<file path="src/stream_consts.svh">
`ifndef STREAM_CONSTS_SVH
`define STREAM_CONSTS_SVH

// Width of one data word on the stream
`define STREAM_DATA_W 16

// Default number of entries in the FIFO under test
`define STREAM_FIFO_DEPTH 4

// Width of the Galois LFSR inside each random wait generator
`define WAIT_LFSR_W 16

// Width of the beat index and of the beat and error counters
`define BEAT_CNT_W 16

`endif
</file>
<file path="src/stream_pkg.sv">
`default_nettype none

`include "stream_consts.svh"

package stream_pkg;

  // One data word carried by the stream
  typedef logic [`STREAM_DATA_W-1:0] data_t;

  // Beat index within a run, also used for all beat counters
  typedef logic [`BEAT_CNT_W-1:0] beat_cnt_t;

  // One transfer together with its position in the run
  typedef struct packed {
    data_t     data;
    beat_cnt_t index;
  } beat_t;

  // Data pattern that the source sends and the sink expects
  typedef enum logic [1:0] {
    PAT_INCR  = 2'd0,
    PAT_CONST = 2'd1,
    PAT_ALT   = 2'd2
  } pattern_e;

  // Expected word for beat idx, shared by source and sink
  function automatic data_t pattern_data(pattern_e pattern, data_t base, beat_cnt_t idx);
    data_t word;
    case (pattern)
      // Wraps modulo the data width
      PAT_INCR: word = data_t'(base + data_t'(idx));
      // Odd beats carry the inverse of the base word
      PAT_ALT:  word = idx[0] ? ~base : base;
      default:  word = base;
    endcase
    return word;
  endfunction

endpackage

`default_nettype wire

</file>
<file path="src/traffic_pkg.sv">
`default_nettype none

`include "stream_consts.svh"

package traffic_pkg;

  import stream_pkg::*;

  // Seed for one random wait generator
  typedef logic [`WAIT_LFSR_W-1:0] seed_t;

  // Upper bound of idle cycles between two strobes
  typedef logic [3:0] wait_t;

  // Everything a run needs, latched by the top on start
  typedef struct packed {
    pattern_e  pattern;
    data_t     base;
    beat_cnt_t n_beats;
    seed_t     src_seed;
    seed_t     snk_seed;
    wait_t     max_wait;
    // Flips bit 0 of beat 3 in the source
    logic      inject_err;
  } run_cfg_t;

  // Result of a run as seen by the sink
  typedef struct packed {
    logic      done;
    beat_cnt_t beat_count;
    beat_cnt_t error_count;
    data_t     last_data;
  } run_status_t;

  // Sink FSM states
  typedef enum logic [1:0] {
    SNK_IDLE = 2'd0,
    SNK_RUN  = 2'd1,
    SNK_DONE = 2'd2
  } snk_state_e;

endpackage

`default_nettype wire

</file>
<file path="src/stream_traffic_top.sv">
`timescale 1ns/10ps
`default_nettype none

module stream_traffic_top
  import stream_pkg::*;
  import traffic_pkg::*;
(
  input  wire logic     clk_i,
  input  wire logic     rst_ni,
  input  wire logic     start_i,
  input  wire run_cfg_t cfg_i,
  output logic          busy_o,
  output run_status_t   status_o
);

  run_cfg_t cfg_q;
  logic     busy_q;
  logic     start_d_q;
  logic     start_ok;
  beat_t    src_beat;
  logic     src_valid;
  logic     src_ready;
  beat_t    snk_beat;
  logic     snk_valid;
  logic     snk_ready;

  // A start during a run is dropped
  assign start_ok = start_i && !busy_q;

  always_ff @(posedge clk_i) begin
    if (start_ok) begin
      cfg_q <= cfg_i;
    end
  end

  // Source and sink start one cycle later, from the latched configuration
  // The old done is still visible in that cycle and must not end the new run
  always_ff @(posedge clk_i or negedge rst_ni) begin
    if (!rst_ni) begin
      busy_q    <= 1'b0;
      start_d_q <= 1'b0;
    end else begin
      start_d_q <= start_ok;
      if (start_ok) begin
        busy_q <= 1'b1;
      end else if (status_o.done && !start_d_q) begin
        busy_q <= 1'b0;
      end
    end
  end

  assign busy_o = busy_q;

  rand_stream_src i_rand_stream_src (
    .clk_i   (clk_i),
    .rst_ni  (rst_ni),
    .start_i (start_d_q),
    .cfg_i   (cfg_q),
    .beat_o  (src_beat),
    .valid_o (src_valid),
    .ready_i (src_ready)
  );

  stream_fifo i_stream_fifo (
    .clk_i   (clk_i),
    .rst_ni  (rst_ni),
    .beat_i  (src_beat),
    .valid_i (src_valid),
    .ready_o (src_ready),
    .beat_o  (snk_beat),
    .valid_o (snk_valid),
    .ready_i (snk_ready)
  );

  rand_stream_sink i_rand_stream_sink (
    .clk_i    (clk_i),
    .rst_ni   (rst_ni),
    .start_i  (start_d_q),
    .cfg_i    (cfg_q),
    .beat_i   (snk_beat),
    .valid_i  (snk_valid),
    .ready_o  (snk_ready),
    .status_o (status_o)
  );

endmodule

`default_nettype wire

</file>
<file path="src/rand_stream_sink.sv">
`timescale 1ns/10ps
`default_nettype none

module rand_stream_sink
  import stream_pkg::*;
  import traffic_pkg::*;
(
  input  wire logic     clk_i,
  input  wire logic     rst_ni,
  input  wire logic     start_i,
  input  wire run_cfg_t cfg_i,
  input  wire beat_t    beat_i,
  input  wire logic     valid_i,
  output logic          ready_o,
  output run_status_t   status_o
);

  snk_state_e state_q;
  beat_cnt_t  beat_cnt_q;
  beat_cnt_t  beat_cnt_nxt;
  beat_cnt_t  err_cnt_q;
  data_t      last_q;
  data_t      expected;
  logic       strobe;
  logic       xfer;
  logic       mismatch;

  // Random ready gaps
  // Each strobe is taken after one cycle, whether or not a beat was there
  rand_wait_gen i_rand_wait_gen (
    .clk_i      (clk_i),
    .rst_ni     (rst_ni),
    .load_i     (start_i),
    .seed_i     (cfg_i.snk_seed),
    .max_wait_i (cfg_i.max_wait),
    .ack_i      (ready_o),
    .strobe_o   (strobe)
  );

  assign ready_o = strobe && (state_q == SNK_RUN);
  assign xfer    = valid_i && ready_o;

  // Compare against the rule at the index the beat carries
  assign expected     = pattern_data(cfg_i.pattern, cfg_i.base, beat_i.index);
  assign mismatch     = (beat_i.data != expected);
  assign beat_cnt_nxt = beat_cnt_q + 1'b1;

  always_ff @(posedge clk_i or negedge rst_ni) begin
    if (!rst_ni) begin
      state_q    <= SNK_IDLE;
      beat_cnt_q <= '0;
      err_cnt_q  <= '0;
      last_q     <= '0;
    end else if (start_i) begin
      beat_cnt_q <= '0;
      err_cnt_q  <= '0;
      last_q     <= '0;
      // An empty run is finished at once
      state_q    <= (cfg_i.n_beats == '0) ? SNK_DONE : SNK_RUN;
    end else begin
      case (state_q)
        SNK_RUN: begin
          if (xfer) begin
            beat_cnt_q <= beat_cnt_nxt;
            last_q     <= beat_i.data;
            if (mismatch) begin
              err_cnt_q <= err_cnt_q + 1'b1;
            end
            // Done shows up the cycle after the last beat
            if (beat_cnt_nxt == cfg_i.n_beats) begin
              state_q <= SNK_DONE;
            end
          end
        end
        // Idle and done wait for the next start
        default: begin
          state_q <= state_q;
        end
      endcase
    end
  end

  assign status_o = '{
    done:        (state_q == SNK_DONE),
    beat_count:  beat_cnt_q,
    error_count: err_cnt_q,
    last_data:   last_q
  };

endmodule

`default_nettype wire

</file>
<file path="src/stream_fifo.sv">
`timescale 1ns/10ps
`default_nettype none

`include "stream_consts.svh"

module stream_fifo
  import stream_pkg::*;
#(
  parameter int unsigned DEPTH = `STREAM_FIFO_DEPTH
) (
  input  wire logic  clk_i,
  input  wire logic  rst_ni,
  input  wire beat_t beat_i,
  input  wire logic  valid_i,
  output logic       ready_o,
  output beat_t      beat_o,
  output logic       valid_o,
  input  wire logic  ready_i
);

  localparam int unsigned PTR_W = (DEPTH > 1) ? $clog2(DEPTH) : 1;

  typedef logic [PTR_W-1:0] ptr_t;

  beat_t        mem_q [DEPTH];
  ptr_t         wptr_q;
  ptr_t         rptr_q;
  logic [PTR_W:0] cnt_q;
  logic         full;
  logic         push;
  logic         pop;

  assign full = (cnt_q == (PTR_W+1)'(DEPTH));

  // A full FIFO still takes a beat in the cycle it hands one out
  assign ready_o = !full || ready_i;
  // Data written on an edge is visible the next cycle
  assign valid_o = (cnt_q != '0);
  assign beat_o  = mem_q[rptr_q];

  assign push = valid_i && ready_o;
  assign pop  = valid_o && ready_i;

  always_ff @(posedge clk_i) begin
    if (push) begin
      mem_q[wptr_q] <= beat_i;
    end
  end

  // Pointers wrap explicitly at DEPTH
  always_ff @(posedge clk_i or negedge rst_ni) begin
    if (!rst_ni) begin
      wptr_q <= '0;
      rptr_q <= '0;
      cnt_q  <= '0;
    end else begin
      if (push) begin
        wptr_q <= (wptr_q == ptr_t'(DEPTH - 1)) ? '0 : wptr_q + 1'b1;
      end
      if (pop) begin
        rptr_q <= (rptr_q == ptr_t'(DEPTH - 1)) ? '0 : rptr_q + 1'b1;
      end
      cnt_q <= cnt_q + (PTR_W+1)'(push) - (PTR_W+1)'(pop);
    end
  end

endmodule

`default_nettype wire

</file>
<file path="src/rand_stream_src.sv">
`timescale 1ns/10ps
`default_nettype none

module rand_stream_src
  import stream_pkg::*;
  import traffic_pkg::*;
(
  input  wire logic     clk_i,
  input  wire logic     rst_ni,
  input  wire logic     start_i,
  input  wire run_cfg_t cfg_i,
  output beat_t         beat_o,
  output logic          valid_o,
  input  wire logic     ready_i
);

  beat_cnt_t idx_q;
  beat_cnt_t remain_q;
  logic      strobe;
  logic      xfer;
  data_t     data;

  // Random gaps between offered beats
  // The strobe is only consumed by a real transfer
  rand_wait_gen i_rand_wait_gen (
    .clk_i      (clk_i),
    .rst_ni     (rst_ni),
    .load_i     (start_i),
    .seed_i     (cfg_i.src_seed),
    .max_wait_i (cfg_i.max_wait),
    .ack_i      (xfer),
    .strobe_o   (strobe)
  );

  // Valid comes from registers only, so it cannot drop before the transfer
  assign valid_o = strobe && (remain_q != '0);
  assign xfer    = valid_o && ready_i;

  always_comb begin
    data = pattern_data(cfg_i.pattern, cfg_i.base, idx_q);
    // Index 3 only exists when n_beats exceeds 3
    if (cfg_i.inject_err && (idx_q == beat_cnt_t'(3))) begin
      data[0] = ~data[0];
    end
  end

  // The beat only changes after a transfer, so it is stable while valid
  assign beat_o = '{data: data, index: idx_q};

  always_ff @(posedge clk_i or negedge rst_ni) begin
    if (!rst_ni) begin
      idx_q    <= '0;
      remain_q <= '0;
    end else if (start_i) begin
      idx_q    <= '0;
      remain_q <= cfg_i.n_beats;
    end else if (xfer) begin
      idx_q    <= idx_q + 1'b1;
      remain_q <= remain_q - 1'b1;
    end
  end

endmodule

`default_nettype wire

</file>
<file path="src/rand_wait_gen.sv">
`timescale 1ns/10ps
`default_nettype none

`include "stream_consts.svh"

module rand_wait_gen
  import traffic_pkg::*;
(
  input  wire logic  clk_i,
  input  wire logic  rst_ni,
  input  wire logic  load_i,
  input  wire seed_t seed_i,
  input  wire wait_t max_wait_i,
  input  wire logic  ack_i,
  output logic       strobe_o
);

  localparam int LFSR_W = `WAIT_LFSR_W;
  // Feedback mask for x^16 + x^14 + x^13 + x^11 + 1
  localparam logic [LFSR_W-1:0] TAPS = LFSR_W'(16'hB400);
  // Used in place of an all-zero seed, which would lock the LFSR
  localparam logic [LFSR_W-1:0] SEED_ALT = LFSR_W'(16'hACE1);

  seed_t lfsr_q;
  seed_t lfsr_src;
  seed_t lfsr_nxt;
  wait_t cnt_q;
  wait_t draw;
  logic  strobe_q;
  logic  active_q;
  logic  redraw;

  // A load restarts from the seed, any other draw continues the sequence
  assign lfsr_src = load_i ? ((seed_i == '0) ? SEED_ALT : seed_i) : lfsr_q;
  assign lfsr_nxt = {1'b0, lfsr_src[LFSR_W-1:1]} ^ (lfsr_src[0] ? TAPS : '0);

  // Number of idle cycles, 0 to max_wait_i
  assign draw = wait_t'({1'b0, lfsr_nxt[3:0]} % ({1'b0, max_wait_i} + 5'd1));

  // A new wait is drawn on load and whenever the user takes the strobe
  assign redraw = load_i || (strobe_q && ack_i);

  always_ff @(posedge clk_i or negedge rst_ni) begin
    if (!rst_ni) begin
      lfsr_q   <= '0;
      cnt_q    <= '0;
      strobe_q <= 1'b0;
      active_q <= 1'b0;
    end else if (redraw) begin
      lfsr_q   <= lfsr_nxt;
      active_q <= 1'b1;
      // Zero idle cycles keeps the strobe up back to back
      strobe_q <= (draw == '0);
      cnt_q    <= (draw == '0) ? '0 : draw - 1'b1;
    end else if (active_q && !strobe_q) begin
      // Count down the idle gap, then offer the strobe
      if (cnt_q == '0) begin
        strobe_q <= 1'b1;
      end else begin
        cnt_q <= cnt_q - 1'b1;
      end
    end
  end

  // Held high until acknowledged
  assign strobe_o = strobe_q;

endmodule

`default_nettype wire

</file>
<file path="config.mk">
export PLATFORM = sky130hd
export DESIGN_NAME = stream_traffic_top
export DESIGN_NICKNAME = d
export VERILOG_FILES = /design/src/stream_pkg.sv /design/src/traffic_pkg.sv /design/src/stream_traffic_top.sv /design/src/rand_stream_sink.sv /design/src/stream_fifo.sv /design/src/rand_stream_src.sv /design/src/rand_wait_gen.sv
export VERILOG_INCLUDE_DIRS = /design/src
export SDC_FILE = /design/constraint.sdc
export NUM_CORES = 1
export LEC_CHECK = 0
export BUFFER_PORTS_ARGS = -buffer_cell sky130_fd_sc_hd__buf_2
export CORE_MARGIN = 2
export CORE_UTILIZATION = 56
export DETAILED_ROUTE_END_ITERATION = 12
export GPL_ROUTABILITY_DRIVEN = 1
export PLACE_DENSITY = 0.77
export SYNTH_ARGS = -nofsm -noshare
export SYNTH_HDL_FRONTEND = slang
export SYNTH_HIERARCHICAL = 1
export SYNTH_SLANG_ARGS = --single-unit
</file>
<file path="constraint.sdc">
create_clock -name clk_i -period 7.56 [get_ports clk_i]
set_clock_uncertainty 0.1 [all_clocks]
set_input_delay 1.512 -clock clk_i [delete_from_list [all_inputs] [get_ports clk_i]]
set_output_delay 1.512 -clock clk_i [all_outputs]
set_load 0.01 [all_outputs]
</file>
==> out/results.ini, run 1 <==
[status]
run_status = completed

[placement]
routability_congestion = 0.892
detailed_place_hpwl_um = 30300
port_buffers = 123
post-place-cells = 2209
placed_cell_area_um2 = 20100

[clock_network]
cts-buffers-inserted = 38
cts.sink_count = 334
clockBufferDepth = 3
clk_root_buffer_cell = clkbuf_16
tritoncts = done
ctsHtreeMaxLevel = 2
cts-hold-fix-buffers = 0
path_clk_slew_ns = 0.06
insertion_delay_ns = 0.56

[yosys]
synth_largest_type_area_fraction_pct = 31.3
synth_commonest_cells = 199 x edfxtp_1, 135 x dfrtp_1, 134 x nand2_1, 123 x nor2_1, 96 x a21oi_1
area_share_of_and_or_nand_nor_cells_after_synthesis_pct = 15.3
postSynth.topFlopCell = edfxtp_1
synth_sequential_area_ratio_pct = 49.1
cells_after_synth = 1685
library_cell_with_the_highest_instance_count_after_synthesis = edfxtp_1
ys_ff_latch = 334
synthesis.yosys.warnings = 6
synth_top_family_by_area = simple AND/OR/NAND/NOR gates
post_synth_num_cell_types = 113
synth_compound_gate_area_share_pct = 13.4
syn_nets = 1841
cell_area_after_synthesis_um2 = 19100
yosys.area_share.xor_xnor_pct = 6.97
avgSynthCellArea_um2 = 11.3
post_synth_mux_area_share_pct = 6.63
synth_enable_flop_cells = 199
synth_area_leader_cell = edfxtp_1
synthAdderAreaFrac_pct = 5.58
postSynth.asyncResetShare_pct = 40.4
netlist_top_cells_area = edfxtp_1 31%, dfrtp_1 18%, ha_1 5.1%, mux4_2 3.8%, xnor2_1 3.7%

[sta]
timing.final.crit_period_ns = 7.14
relSlewSlack_pct = 27.4
timing_worst_slew_pin_value_ns = 1.09
fin_hold_ws_ns = 0.386
final-setup-viol-count = 0
clock.fmax_ghz = 0.140
report.final.slew_viol_count = 0
hold_viol = 0
final_min_period_over_clock_period_pct = 94.4

[final_layout]
diodes = 0
final-instance-count-excl-fill = 2283
fin_area_um2 = 21300
layout-area-overhead-vs-synth_pct = 12.0
fill_cells = 2637
post_route_cells_drive_above_1_share_pct = 17.9
final_util_pct = 63.7
design.final.nets = 1963

[hold_path]
min_path_type = reg2reg
worstHoldStart = i_rand_stream_sink/i_rand_wait_gen/lfsr_q[15]$_DFFE_PN0N_

[floorplan]
die-area_um2 = 35500
design.core.area_um2 = 33500
floorplan.die.width_um = 189
rows = 67
num_io_pins = 124
die_height_um = 189
floorplan.initialDensity_pct = 56.9

[power]
static-leakage-power_nw = 8.46
power_mw = 8.91
power_per_cell_area_nw_per_um2 = 417
worst_vdd_ir_uv = 412

[route]
first_iter_violations = 1153
post_drt_wl_per_cell_um = 19.5
num_vias = 13900
routed-wl-met2_um = 21900
routed-wl-met3_um = 2330
wl_met1_um = 19000
highest_layer = met4
drtAntennaViolNets = 0
finalWirelength_um = 44500
remaining_drc_errors = 0
drt_pass1_iterations = 6
drt-vias-per-instance = 6.10

[critical_path]
critPathKind = reg2reg
cp_data_arrival_time_ns = 7.47
regToRegStartpoint = cfg_q[2]$_DFFE_PP_
worst_ep_required_time_ns = 7.89
critPathCaptureType = flip-flop
cp-startpoint = cfg_q[2]$_DFFE_PP_
worstSetupStartpointType = flip-flop
critPathMaxFanout = 7

[global_routing]
largest_net_degree_at_the_start_of_global_routing = 122
grt_pass1_vias = 13900
globalRouteOverflowTotal = 0
global_route.usage.total_pct = 25.2
grt_pass1_wl_um = 71400
initial_antenna_violation_count = 0

[job]
max_cap_violations = 0

[through the flow]
step | setup WS (ns) | TNS, ns
finish | 0.421 | 0
global route | -0.0404 | -0.0826
CTS | 0.0879 | 0
detailed placement | 0.0900 | 0
global placement | 0.398 | 0
floorplan | 0.465 | 0
[registers in the layout (all words and copies together) (netlist names), 16 cells and up]
signal / cells
i_stream_fifo/mem_q: 128
i_rand_stream_sink/i_rand_wait_gen/lfsr_q: 16
i_rand_stream_sink/beat_cnt_q: 16
i_rand_stream_src/idx_q: 16
i_rand_stream_src/i_rand_wait_gen/lfsr_q: 16
i_rand_stream_sink/err_cnt_q: 16
i_rand_stream_src/remain_q: 16
i_rand_stream_sink/last_q: 16
cfg_q: 71
[area by class of cell]
class | instances | area, µm² | area share (%)
clock inverters | 20 | 206 | 0.967
repair buffers | 148 | 822 | 3.85
flip-flops and latches | 334 | 9360 | 43.8
inverters | 55 | 206 | 0.967
well taps | 448 | 561 | 2.63
clock buffers | 48 | 1030 | 4.82
multi-input cells | 1230 | 9170 | 42.9
[where the power goes]
group          total [mW]  leakage (nW)  internal, mW  switching (mW)
combinational        4.34          4.31          1.83            2.51
sequential           2.76          3.55          2.41           0.345
clock                1.82         0.595          1.07           0.748
total                8.91          8.46          5.31            3.60
[layer usage]
layer	track usage, %	up-vias
li1	-	6586
met1	33.2	6847
met2	42.5	420
met3	3.95	82
met4	8.62	0
met5	0	-
[cells by family after synthesis]
| family | after synthesis |
|---|---|
| and+or+nand+nor | 547 |
| xor gates and xnor gates | 150 |
| buffers and inverters | 121 |
| adders and majority gates | 82 |
| DFF | 334 |
| AOI/OAI and AO/OA | 370 |
| muxes | 81 |
[cells in the final DEF, fill, tap and decap left out, drive strengths merged, types with 13 or more instances in the layout]
cell,synthesis,layout
a211oi,27,27
a21o,25,25
a21oi,98,98
a31oi,16,16
and2,13,13
and3,23,23
buf,33,148
clkbuf,33,48
dfrtp,135,135
edfxtp,199,199
ha,77,77
inv,55,57
mux2,23,23
mux2i,26,26
mux4,32,32
nand2,134,134
nand2b,13,13
nand3,48,48
nand4,19,19
nor2,126,126
nor3,57,57
nor4,26,26
o211ai,16,16
o21ai,79,79
or3,22,22
xnor2,81,81
xor2,69,69
[worst paths after layout]
kind	endpoint	slack [ns]	cells past startpoint
worst max-delay path	i_rand_stream_src/i_rand_wait_gen/cnt_q[3]$_DFFE_PN0P_	0.42	26
worst min register to register	i_rand_stream_sink/i_rand_wait_gen/lfsr_q[15]$_DFFE_PN0N_	0.39	2
min in group asynchronous	i_rand_stream_sink/last_q[9]$_DFFE_PN0P_	0.87	1
worst max register to register	i_rand_stream_src/i_rand_wait_gen/cnt_q[3]$_DFFE_PN0P_	0.42	26
max in group asynchronous	start_d_q$_DFF_PN0_	5.06	2
worst min-delay path	i_rand_stream_sink/i_rand_wait_gen/lfsr_q[15]$_DFFE_PN0N_	0.39	2
[repair_timing]
action                     4_1_cts  5_1_grt
resized for setup                0        4
setup buffers                    0        6
setup endpoints to repair        0        6
[critical path, cell delays in order, from the launching register on]
cell and delay, ns:
edfxtp_1 0.38, ha_1 0.25, a21boi_1 0.18, a21oi_1 0.15, nor4_1 0.35, ha_1 0.33, or4b_2 0.65, o2111ai_1 0.16
inv_1 0.08, ha_1 0.30, o211ai_1 0.12, nand3b_1 0.16, and2_1 0.19, o31ai_1 0.36, ha_1 0.34, nor2_1 0.20
a2111oi_2 0.09, o31ai_4 0.42, buf_4 0.18, mux2_2 0.33, ha_1 0.29, and2_1 0.22, a211oi_1 0.33, a31oi_1 0.12
a211oi_2 0.36, nor3_1 0.09, a221o_1 0.27
No activity file was read; power rests on OpenSTA's default activity.
==> run 2, diff against run 1 <==
--- a/config.mk
+++ b/config.mk
@@ -8,10 +8,11 @@
 export LEC_CHECK = 0
 export BUFFER_PORTS_ARGS = -buffer_cell sky130_fd_sc_hd__buf_2
 export CORE_MARGIN = 2
-export CORE_UTILIZATION = 56
+export CORE_UTILIZATION = 55
 export DETAILED_ROUTE_END_ITERATION = 12
 export GPL_ROUTABILITY_DRIVEN = 1
-export PLACE_DENSITY = 0.77
+export PLACE_DENSITY = 0.76
+export SLEW_MARGIN = 20
 export SYNTH_ARGS = -nofsm -noshare
 export SYNTH_HDL_FRONTEND = slang
 export SYNTH_HIERARCHICAL = 1
==> run 2 against run 1 <==
- cell count rose by 0.13%
- routed wire length shrank 0.16%
- clock power fell by 8%
- worst hold slack worse by 0.0014 ns
- sequential cell count unchanged
- die area up 1.8%
- critical path type unchanged
- critical endpoint unchanged
==> out/results.ini, run 2 (synthesis results as in run 1) <==
[final_layout]
final-instance-count-excl-fill = 2286  ; +0.13%
final_cell_mix = 199 x edfxtp_1, 133 x nand2_1, 133 x dfrtp_1, 123 x nor2_1, 122 x buf_2
diodes = 0  ; unchanged
largest_registers = i_stream_fifo/mem_q (128), cfg_q (71)
fin_area_um2 = 21300  ; -0.41%
multi_input_area_um2 = 9210  ; +0.48%
layout.cells.most_common = edfxtp_1
flip_flop_count_of_the_largest_register_after_layout = 128  ; unchanged
layout-area-overhead-vs-synth_pct = 11.5
post_route_cells_drive_above_1_share_pct = 17.9  ; -0.070 points
fill_cells = 2742  ; +4.0%
area.sequential_um2 = 9360  ; unchanged
design.final.nets = 1960  ; -0.15%
regMostFlops = i_stream_fifo/mem_q

[sta]
final_min_period_over_clock_period_pct = 96.2  ; +1.8 points
final-setup-viol-count = 0  ; unchanged
clock.fmax_ghz = 0.137  ; -1.8%
timing.setup.tns_ns = 0  ; unchanged
timing.final.crit_period_ns = 7.27  ; +0.134 ns
timing_worst_slew_pin_value_ns = 1.02  ; -0.0709 ns
report.final.slew_viol_count = 0  ; unchanged
fin_hold_ws_ns = 0.384  ; -0.00138 ns
hold_viol = 0  ; unchanged
relSlewSlack_pct = 32.3  ; +4.9 points

[power]
static-leakage-power_nw = 8.40  ; -0.72%
power_mw = 8.75  ; -1.9%
worst_vdd_ir_uv = 316  ; -23%
power_per_cell_area_nw_per_um2 = 411  ; -1.5%

[global_routing]
grt_pass1_vias = 14000  ; +0.74%
grt_pass1_wl_um = 71800  ; +0.51%
globalRouteOverflowTotal = 0  ; unchanged
largest_net_degree_at_the_start_of_global_routing = 73  ; -40%
global_route.usage.total_pct = 24.8  ; -0.41 points
initial_antenna_violation_count = 1  ; +1

[clock_network]
ctsHtreeMaxLevel = 2  ; unchanged
tritoncts = done
cts-buffers-inserted = 36  ; -5.3%
cts-hold-fix-buffers = 0  ; unchanged
clockBufferDepth = 3  ; unchanged
insertion_delay_ns = 0.53  ; -0.03 ns
clk_root_buffer_cell = clkbuf_16
path_clk_slew_ns = 0.06  ; about the same
cts.sink_count = 334  ; unchanged

[critical_path]
critPathTopFamily = compound AO/OA/AOI/OAI gates
critical-path-top-cell-by-count = ha_1
critPathCaptureType = flip-flop
worstRegToRegCells = 26  ; unchanged
reg_to_reg_end = i_rand_stream_src/i_rand_wait_gen/cnt_q[3]$_DFFE_PN0P_
cp_data_arrival_time_ns = 7.58  ; +0.11 ns
cp-startpoint = cfg_q[2]$_DFFE_PP_
rrSetupSlack_ns = 0.29  ; -0.13 ns
critPathKind = reg2reg
worst-path-stages = 26  ; unchanged
worstSetupStartpointType = flip-flop
critical_path_buf_inv_count = 1  ; -1
regToRegStartpoint = cfg_q[2]$_DFFE_PP_
worst_ep_required_time_ns = 7.87  ; -0.02 ns
critPathMaxFanout = 7  ; unchanged
library_cell_contributing_the_largest_single_delay_on_the_critical_path = or4b_2
worst_setup_path_endpoint = i_rand_stream_src/i_rand_wait_gen/cnt_q[3]$_DFFE_PN0P_
biggest_cell_delay_along_the_critical_path_ns = 0.64  ; about the same

[route]
drt_pass1_iterations = 6  ; unchanged
first_iter_violations = 1214  ; +5.3%
remaining_drc_errors = 0  ; unchanged
drt-vias-per-instance = 6.16  ; +0.89%
drtAntennaViolNets = 0  ; unchanged
finalWirelength_um = 44400  ; -0.16%
num_vias = 14100  ; +1.0%
post_drt_wl_per_cell_um = 19.4  ; -0.29%

[floorplan]
die-area_um2 = 36200  ; +1.8%
die_height_um = 190  ; +0.89%
floorplan.die.width_um = 190  ; +0.89%
num_io_pins = 124  ; unchanged
rows = 68  ; +1.5%
design.core.area_um2 = 34400  ; +2.5%
floorplan.initialDensity_pct = 55.5  ; -1.4 points

[job]
max_cap_violations = 0  ; unchanged

[placement]
routability_congestion = 0.916  ; +2.6%
post-place-cells = 2217  ; +0.36%
placed_cell_area_um2 = 20100  ; about the same
detailed_place_hpwl_um = 30600  ; +0.79%
port_buffers = 123  ; unchanged

[status]
run_status = completed

[hold_path]
whs_path_depth = 2  ; unchanged
min_path_type = reg2reg

==> run 2: cell count changes in the layout (fill, tap and decap cells not counted), sizes merged <==
cell	delta
buf	-2
inv	+1
clkbuf	-1
bufinv	-2
clkinv	-2
o31ai	+1
clkinvlp	+1
==> run 2: worst register-to-register path: stages, from the launching register on <==
cell       delay [ns]
edfxtp_1         0.47
ha_1             0.29
a21boi_1         0.19
a21oi_1          0.13
nor4_1           0.33
ha_1             0.32
or4b_2           0.64
o2111ai_1        0.17
inv_1            0.09
ha_1             0.33
o211ai_1         0.14
nand3b_1         0.17
and2_1           0.20
o31ai_1          0.32
ha_1             0.33
nor2_1           0.23
a2111oi_4        0.11
o31ai_4          0.42
mux2_2           0.38
ha_1             0.34
nand2_1          0.08
o21ai_2          0.26
a21o_1           0.27
a221oi_1         0.14
a211oi_2         0.33
nor3_1           0.10
a221o_1          0.29
==> run 2: power breakdown <==
part           internal (mW)  switching, mW
sequential              2.41          0.327
combinational           1.78           2.55
clock                  0.951          0.723
total                   5.15           3.60
==> run 2: worst min-delay path by stage <==
stage,to,start,slack (ns)
2_1_floorplan,i_rand_stream_src/i_rand_wait_gen/lfsr_q[7]$_DFFE_PN0N_,cfg_q[29]$_DFFE_PP_,0.34
3_3_place_gp,i_rand_stream_src/i_rand_wait_gen/lfsr_q[15]$_DFFE_PN0N_,i_rand_stream_src/i_rand_wait_gen/lfsr_q[15]$_DFFE_PN0N_,0.37
3_5_place_dp,i_rand_stream_src/i_rand_wait_gen/lfsr_q[11]$_DFFE_PN0N_,cfg_q[33]$_DFFE_PP_,0.37
4_1_cts,i_stream_fifo/cnt_q[2]$_DFF_PN0_,i_stream_fifo/cnt_q[2]$_DFF_PN0_,0.39
5_1_grt,i_rand_stream_src/i_rand_wait_gen/lfsr_q[15]$_DFFE_PN0N_,i_rand_stream_src/i_rand_wait_gen/lfsr_q[15]$_DFFE_PN0N_,0.40
6_report,i_rand_stream_src/i_rand_wait_gen/lfsr_q[11]$_DFFE_PN0N_,cfg_q[33]$_DFFE_PP_,0.38
==> run 2: repair_timing <==
action | CTS | global route
gates resized for setup | 1 | 8
endpoints found under the setup margin | 1 | 9
cloned | 0 | 1
pin swaps | 0 | 1
setup buffers | 0 | 3
==> run 2: final cells by class <==
| type | instances | area share (%) |
|---|---|---|
| timing repair buffer | 146 | 3.75 |
| tap | 455 | 2.68 |
| inverter | 55 | 0.971 |
| multi-input combinational | 1231 | 43.3 |
| sequential | 334 | 44.0 |
| clock buffer | 47 | 4.57 |
| clock inverter | 18 | 0.689 |
==> run 2: metrics by stage <==
step / util [%] / setup slack, ns
floorplan: - / 0.465
global placement: 58.4 / 0.352
detailed placement: 58.4 / -0.0367
CTS: 61.6 / 0.151
global route: 61.9 / -0.0138
finish: 61.9 / 0.286
==> run 2: layer usage <==
metal / routed length, µm / vias up / global-route usage, %
li1: - / 6566 / -
met1: 18900 / 6970 / 32.5
met2: 21800 / 439 / 42.0
met3: 2430 / 101 / 3.63
met4: 1340 / 2 / 8.77
met5: 12 / - / 0
==> run 3, diff against run 2 <==
--- a/config.mk
+++ b/config.mk
@@ -11,9 +11,8 @@
 export CORE_UTILIZATION = 55
 export DETAILED_ROUTE_END_ITERATION = 12
 export GPL_ROUTABILITY_DRIVEN = 1
-export PLACE_DENSITY = 0.76
+export PLACE_DENSITY = 0.77
 export SLEW_MARGIN = 20
 export SYNTH_ARGS = -nofsm -noshare
 export SYNTH_HDL_FRONTEND = slang
-export SYNTH_HIERARCHICAL = 1
 export SYNTH_SLANG_ARGS = --single-unit
==> run 3 against run 2 <==
- die area down 7.1%
- critical path type unchanged
- global-route usage increased by 0.11 points
- cell count down 8.3%
- non-clock buffer count fell by 2
- first-iteration DRC count fell by 9.0%
- area after synthesis shrank 7.3%
- largest power group unchanged
- synthesized cell count is 8.3% lower
==> out/results.ini, run 3 <==
[yosys]
synth_commonest_cells = 199 x edfxtp_1, 161 x nand2_1, 135 x dfrtp_1, 105 x nor2_1, 93 x a21oi_1
postSynth.topFlopCell = edfxtp_1
synth_sequential_area_ratio_pct = 52.9  ; +3.8 points
avgSynthCellArea_um2 = 11.4  ; +1.1%
library_cell_with_the_highest_instance_count_after_synthesis = edfxtp_1
synth_area_leader_cell = edfxtp_1
postSynth.asyncResetShare_pct = 40.4  ; unchanged
cells_after_synth = 1545  ; -8.3%
cell_area_after_synthesis_um2 = 17700  ; -7.3%
synth_largest_type_area_fraction_pct = 33.8  ; +2.5 points
post_synth_num_cell_types = 82  ; -27%
ys_ff_latch = 334  ; unchanged
synth_enable_flop_cells = 199  ; unchanged
netlist_top_cells_area = edfxtp_1 34%, dfrtp_1 19%, ha_1 5.2%, mux4_2 3.7%, nand2_1 3.4%
syn_nets = 1698  ; -7.8%
synthesis.yosys.warnings = 0  ; -6

[critical_path]
regToRegStartpoint = cfg_q[2]$_DFFE_PP_
worst_ep_required_time_ns = 7.86  ; about the same
worst_setup_path_endpoint = i_rand_stream_src.i_rand_wait_gen.cnt_q[2]$_DFFE_PN0P_
worst-path-stages = 30  ; +15%
cp_data_arrival_time_ns = 7.45  ; -0.13 ns
critical-path-top-cell-by-count = ha_1
worstRegToRegCells = 30  ; +15%
critPathKind = reg2reg
critPathTopFamily = compound AO/OA/AOI/OAI gates
library_cell_contributing_the_largest_single_delay_on_the_critical_path = or4b_2
biggest_cell_delay_along_the_critical_path_ns = 0.64  ; about the same
rrSetupSlack_ns = 0.41  ; +0.13 ns
reg_to_reg_end = i_rand_stream_src.i_rand_wait_gen.cnt_q[2]$_DFFE_PN0P_
worstSetupStartpointType = flip-flop
critPathMaxFanout = 6  ; -1
cp-startpoint = cfg_q[2]$_DFFE_PP_
critical_path_buf_inv_count = 1  ; unchanged
critPathCaptureType = flip-flop

[floorplan]
die-area_um2 = 33600  ; -7.1%
floorplan.initialDensity_pct = 55.9  ; +0.41 points
num_io_pins = 124  ; unchanged
design.core.area_um2 = 31600  ; -8.0%
floorplan.die.width_um = 183  ; -3.6%
die_height_um = 183  ; -3.6%
rows = 65  ; -4.4%

[global_routing]
initial_antenna_violation_count = 0  ; -1
grt_pass1_wl_um = 66200  ; -7.8%
global_route.usage.total_pct = 24.9  ; +0.11 points
globalRouteOverflowTotal = 0  ; unchanged
grt_pass1_vias = 12500  ; -10%
largest_net_degree_at_the_start_of_global_routing = 83  ; +14%

[final_layout]
final-instance-count-excl-fill = 2096  ; -8.3%
design.final.nets = 1822  ; -7.0%
diodes = 0  ; unchanged
layout-area-overhead-vs-synth_pct = 13.0
post_route_cells_drive_above_1_share_pct = 16.6  ; -1.3 points
regMostFlops = i_stream_fifo.mem_q
flip_flop_count_of_the_largest_register_after_layout = 128  ; unchanged
final_cell_mix = 199 x edfxtp_1, 161 x nand2_1, 133 x dfrtp_1, 122 x buf_2, 105 x nor2_1
fill_cells = 2442  ; -11%
fin_area_um2 = 20000  ; -6.0%
largest_registers = i_stream_fifo.mem_q (128), cfg_q (71)
layout.cells.most_common = edfxtp_1

[route]
drt-vias-per-instance = 6.08  ; -1.3%
remaining_drc_errors = 0  ; unchanged
first_iter_violations = 1105  ; -9.0%
drt_pass1_iterations = 5  ; -1
drtAntennaViolNets = 0  ; unchanged
num_vias = 12700  ; -9.5%
post_drt_wl_per_cell_um = 19.6  ; +0.82%
finalWirelength_um = 41100  ; -7.6%

[clock_network]
clk_root_buffer_cell = clkbuf_16
path_clk_slew_ns = 0.06  ; about the same
ctsHtreeMaxLevel = 2  ; unchanged
cts-buffers-inserted = 36  ; unchanged
tritoncts = done
clockBufferDepth = 3  ; unchanged
cts.sink_count = 334  ; unchanged
insertion_delay_ns = 0.52  ; about the same

[sta]
timing.final.crit_period_ns = 7.15  ; -0.127 ns
relSlewSlack_pct = 31.6  ; -0.73 points
final-setup-viol-count = 0  ; unchanged
timing.setup.tns_ns = 0  ; unchanged
clock.fmax_ghz = 0.140  ; +1.8%
timing_worst_slew_pin_value_ns = 1.03  ; +0.0110 ns
report.final.slew_viol_count = 0  ; unchanged
fin_hold_ws_ns = 0.395  ; +0.0106 ns
final_min_period_over_clock_period_pct = 94.5  ; -1.7 points
hold_viol = 0  ; unchanged

[power]
power_per_cell_area_nw_per_um2 = 406  ; -1.2%
static-leakage-power_nw = 8.10  ; -3.5%
worst_vdd_ir_uv = 248  ; -22%

[placement]
port_buffers = 123  ; unchanged
post-place-cells = 2030  ; -8.4%
placed_cell_area_um2 = 18700  ; -6.8%
detailed_place_hpwl_um = 28100  ; -8.1%
routability_congestion = 0.953  ; +4.1%

[hold_path]
whs_path_depth = 2  ; unchanged
min_path_type = reg2reg
worstHoldStart = i_rand_stream_sink.i_rand_wait_gen.lfsr_q[15]$_DFFE_PN0N_

[job]
max_cap_violations = 0  ; unchanged

[status]
run_status = completed

-- run 3: changes by cell type after synthesis, moves of 20 or more --
cell     previous run  this run
o21ai_1            30         7
nor3_1             54        34
nand2_1           134       161
inv_1              54        34
o21ai_0            46        92
-- run 3: where the power goes --
part	internal, mW	total (mW)	leakage, nW	switching [mW]
sequential	2.43	2.77	3.57	0.336
combinational	1.51	3.56	3.95	2.05
clock	1.10	1.80	0.585	0.701
total	5.04	8.12	8.10	3.08
-- run 3: stage by stage --
step	util, %	worst slack (ns)	total power, mW
4_1_cts	62.9	0.0397	8.00
3_3_place_gp	59.1	0.376	6.01
6_report	63.1	0.414	8.12
2_1_floorplan	-	0.238	5.31
5_1_grt	63.1	-0.106	8.66
3_5_place_dp	59.1	0.0856	6.16
-- run 3: final cells by class --
cell class / count / area (µm²) / area share (%)
flip-flops and latches: 334 / 9360 / 46.8
multi-input cells: 1116 / 7990 / 40.0
clock buffers: 47 / 993 / 4.97
repair buffers: 144 / 779 / 3.90
well taps: 402 / 503 / 2.52
clock inverters: 16 / 210 / 1.05
inverters: 37 / 139 / 0.695
-- run 3: worst min path at each step --
stage / to
global placement: i_rand_stream_sink.i_rand_wait_gen.lfsr_q[15]$_DFFE_PN0N_
global route: i_rand_stream_sink.i_rand_wait_gen.lfsr_q[3]$_DFFE_PN0N_
floorplan: i_rand_stream_src.i_rand_wait_gen.lfsr_q[15]$_DFFE_PN0N_
detailed placement: i_rand_stream_sink.i_rand_wait_gen.lfsr_q[15]$_DFFE_PN0N_
CTS: i_rand_stream_sink.i_rand_wait_gen.lfsr_q[15]$_DFFE_PN0N_
finish: i_rand_stream_sink.i_rand_wait_gen.lfsr_q[15]$_DFFE_PN0N_
-- run 3: cell families after synthesis --
logic type	Yosys count	share of synthesized area [%]
simple gates	487	13.5
compound gates	336	11.9
flops	334	52.9
xor+xnor	128	6.34
buf+inv	95	2.24
mux	86	7.32
fa+ha+maj	79	5.80
-- run 3: worst register-to-register path: cells and delay by family (launching register included) --
family,cells,cell delay (ns)
compound gates,13,2.40
simple gates,10,1.99
flops,1,0.44
fa+ha+maj,5,1.55
buf+inv,1,0.19
mux,1,0.35
-- run 3: what timing repair did --
action,CTS,global route
buffers inserted,0,3
gates resized for setup,0,14
setup endpoints to repair,0,10
hold buffers,0,0
-- run 3: metal layers --
layer	GRT usage [%]	wire [µm]	vias up
li1	-	-	5990
met1	35.9	18600	6259
met2	39.7	19100	413
met3	3.38	2440	74
met4	7.17	955	0
met5	0	0	-
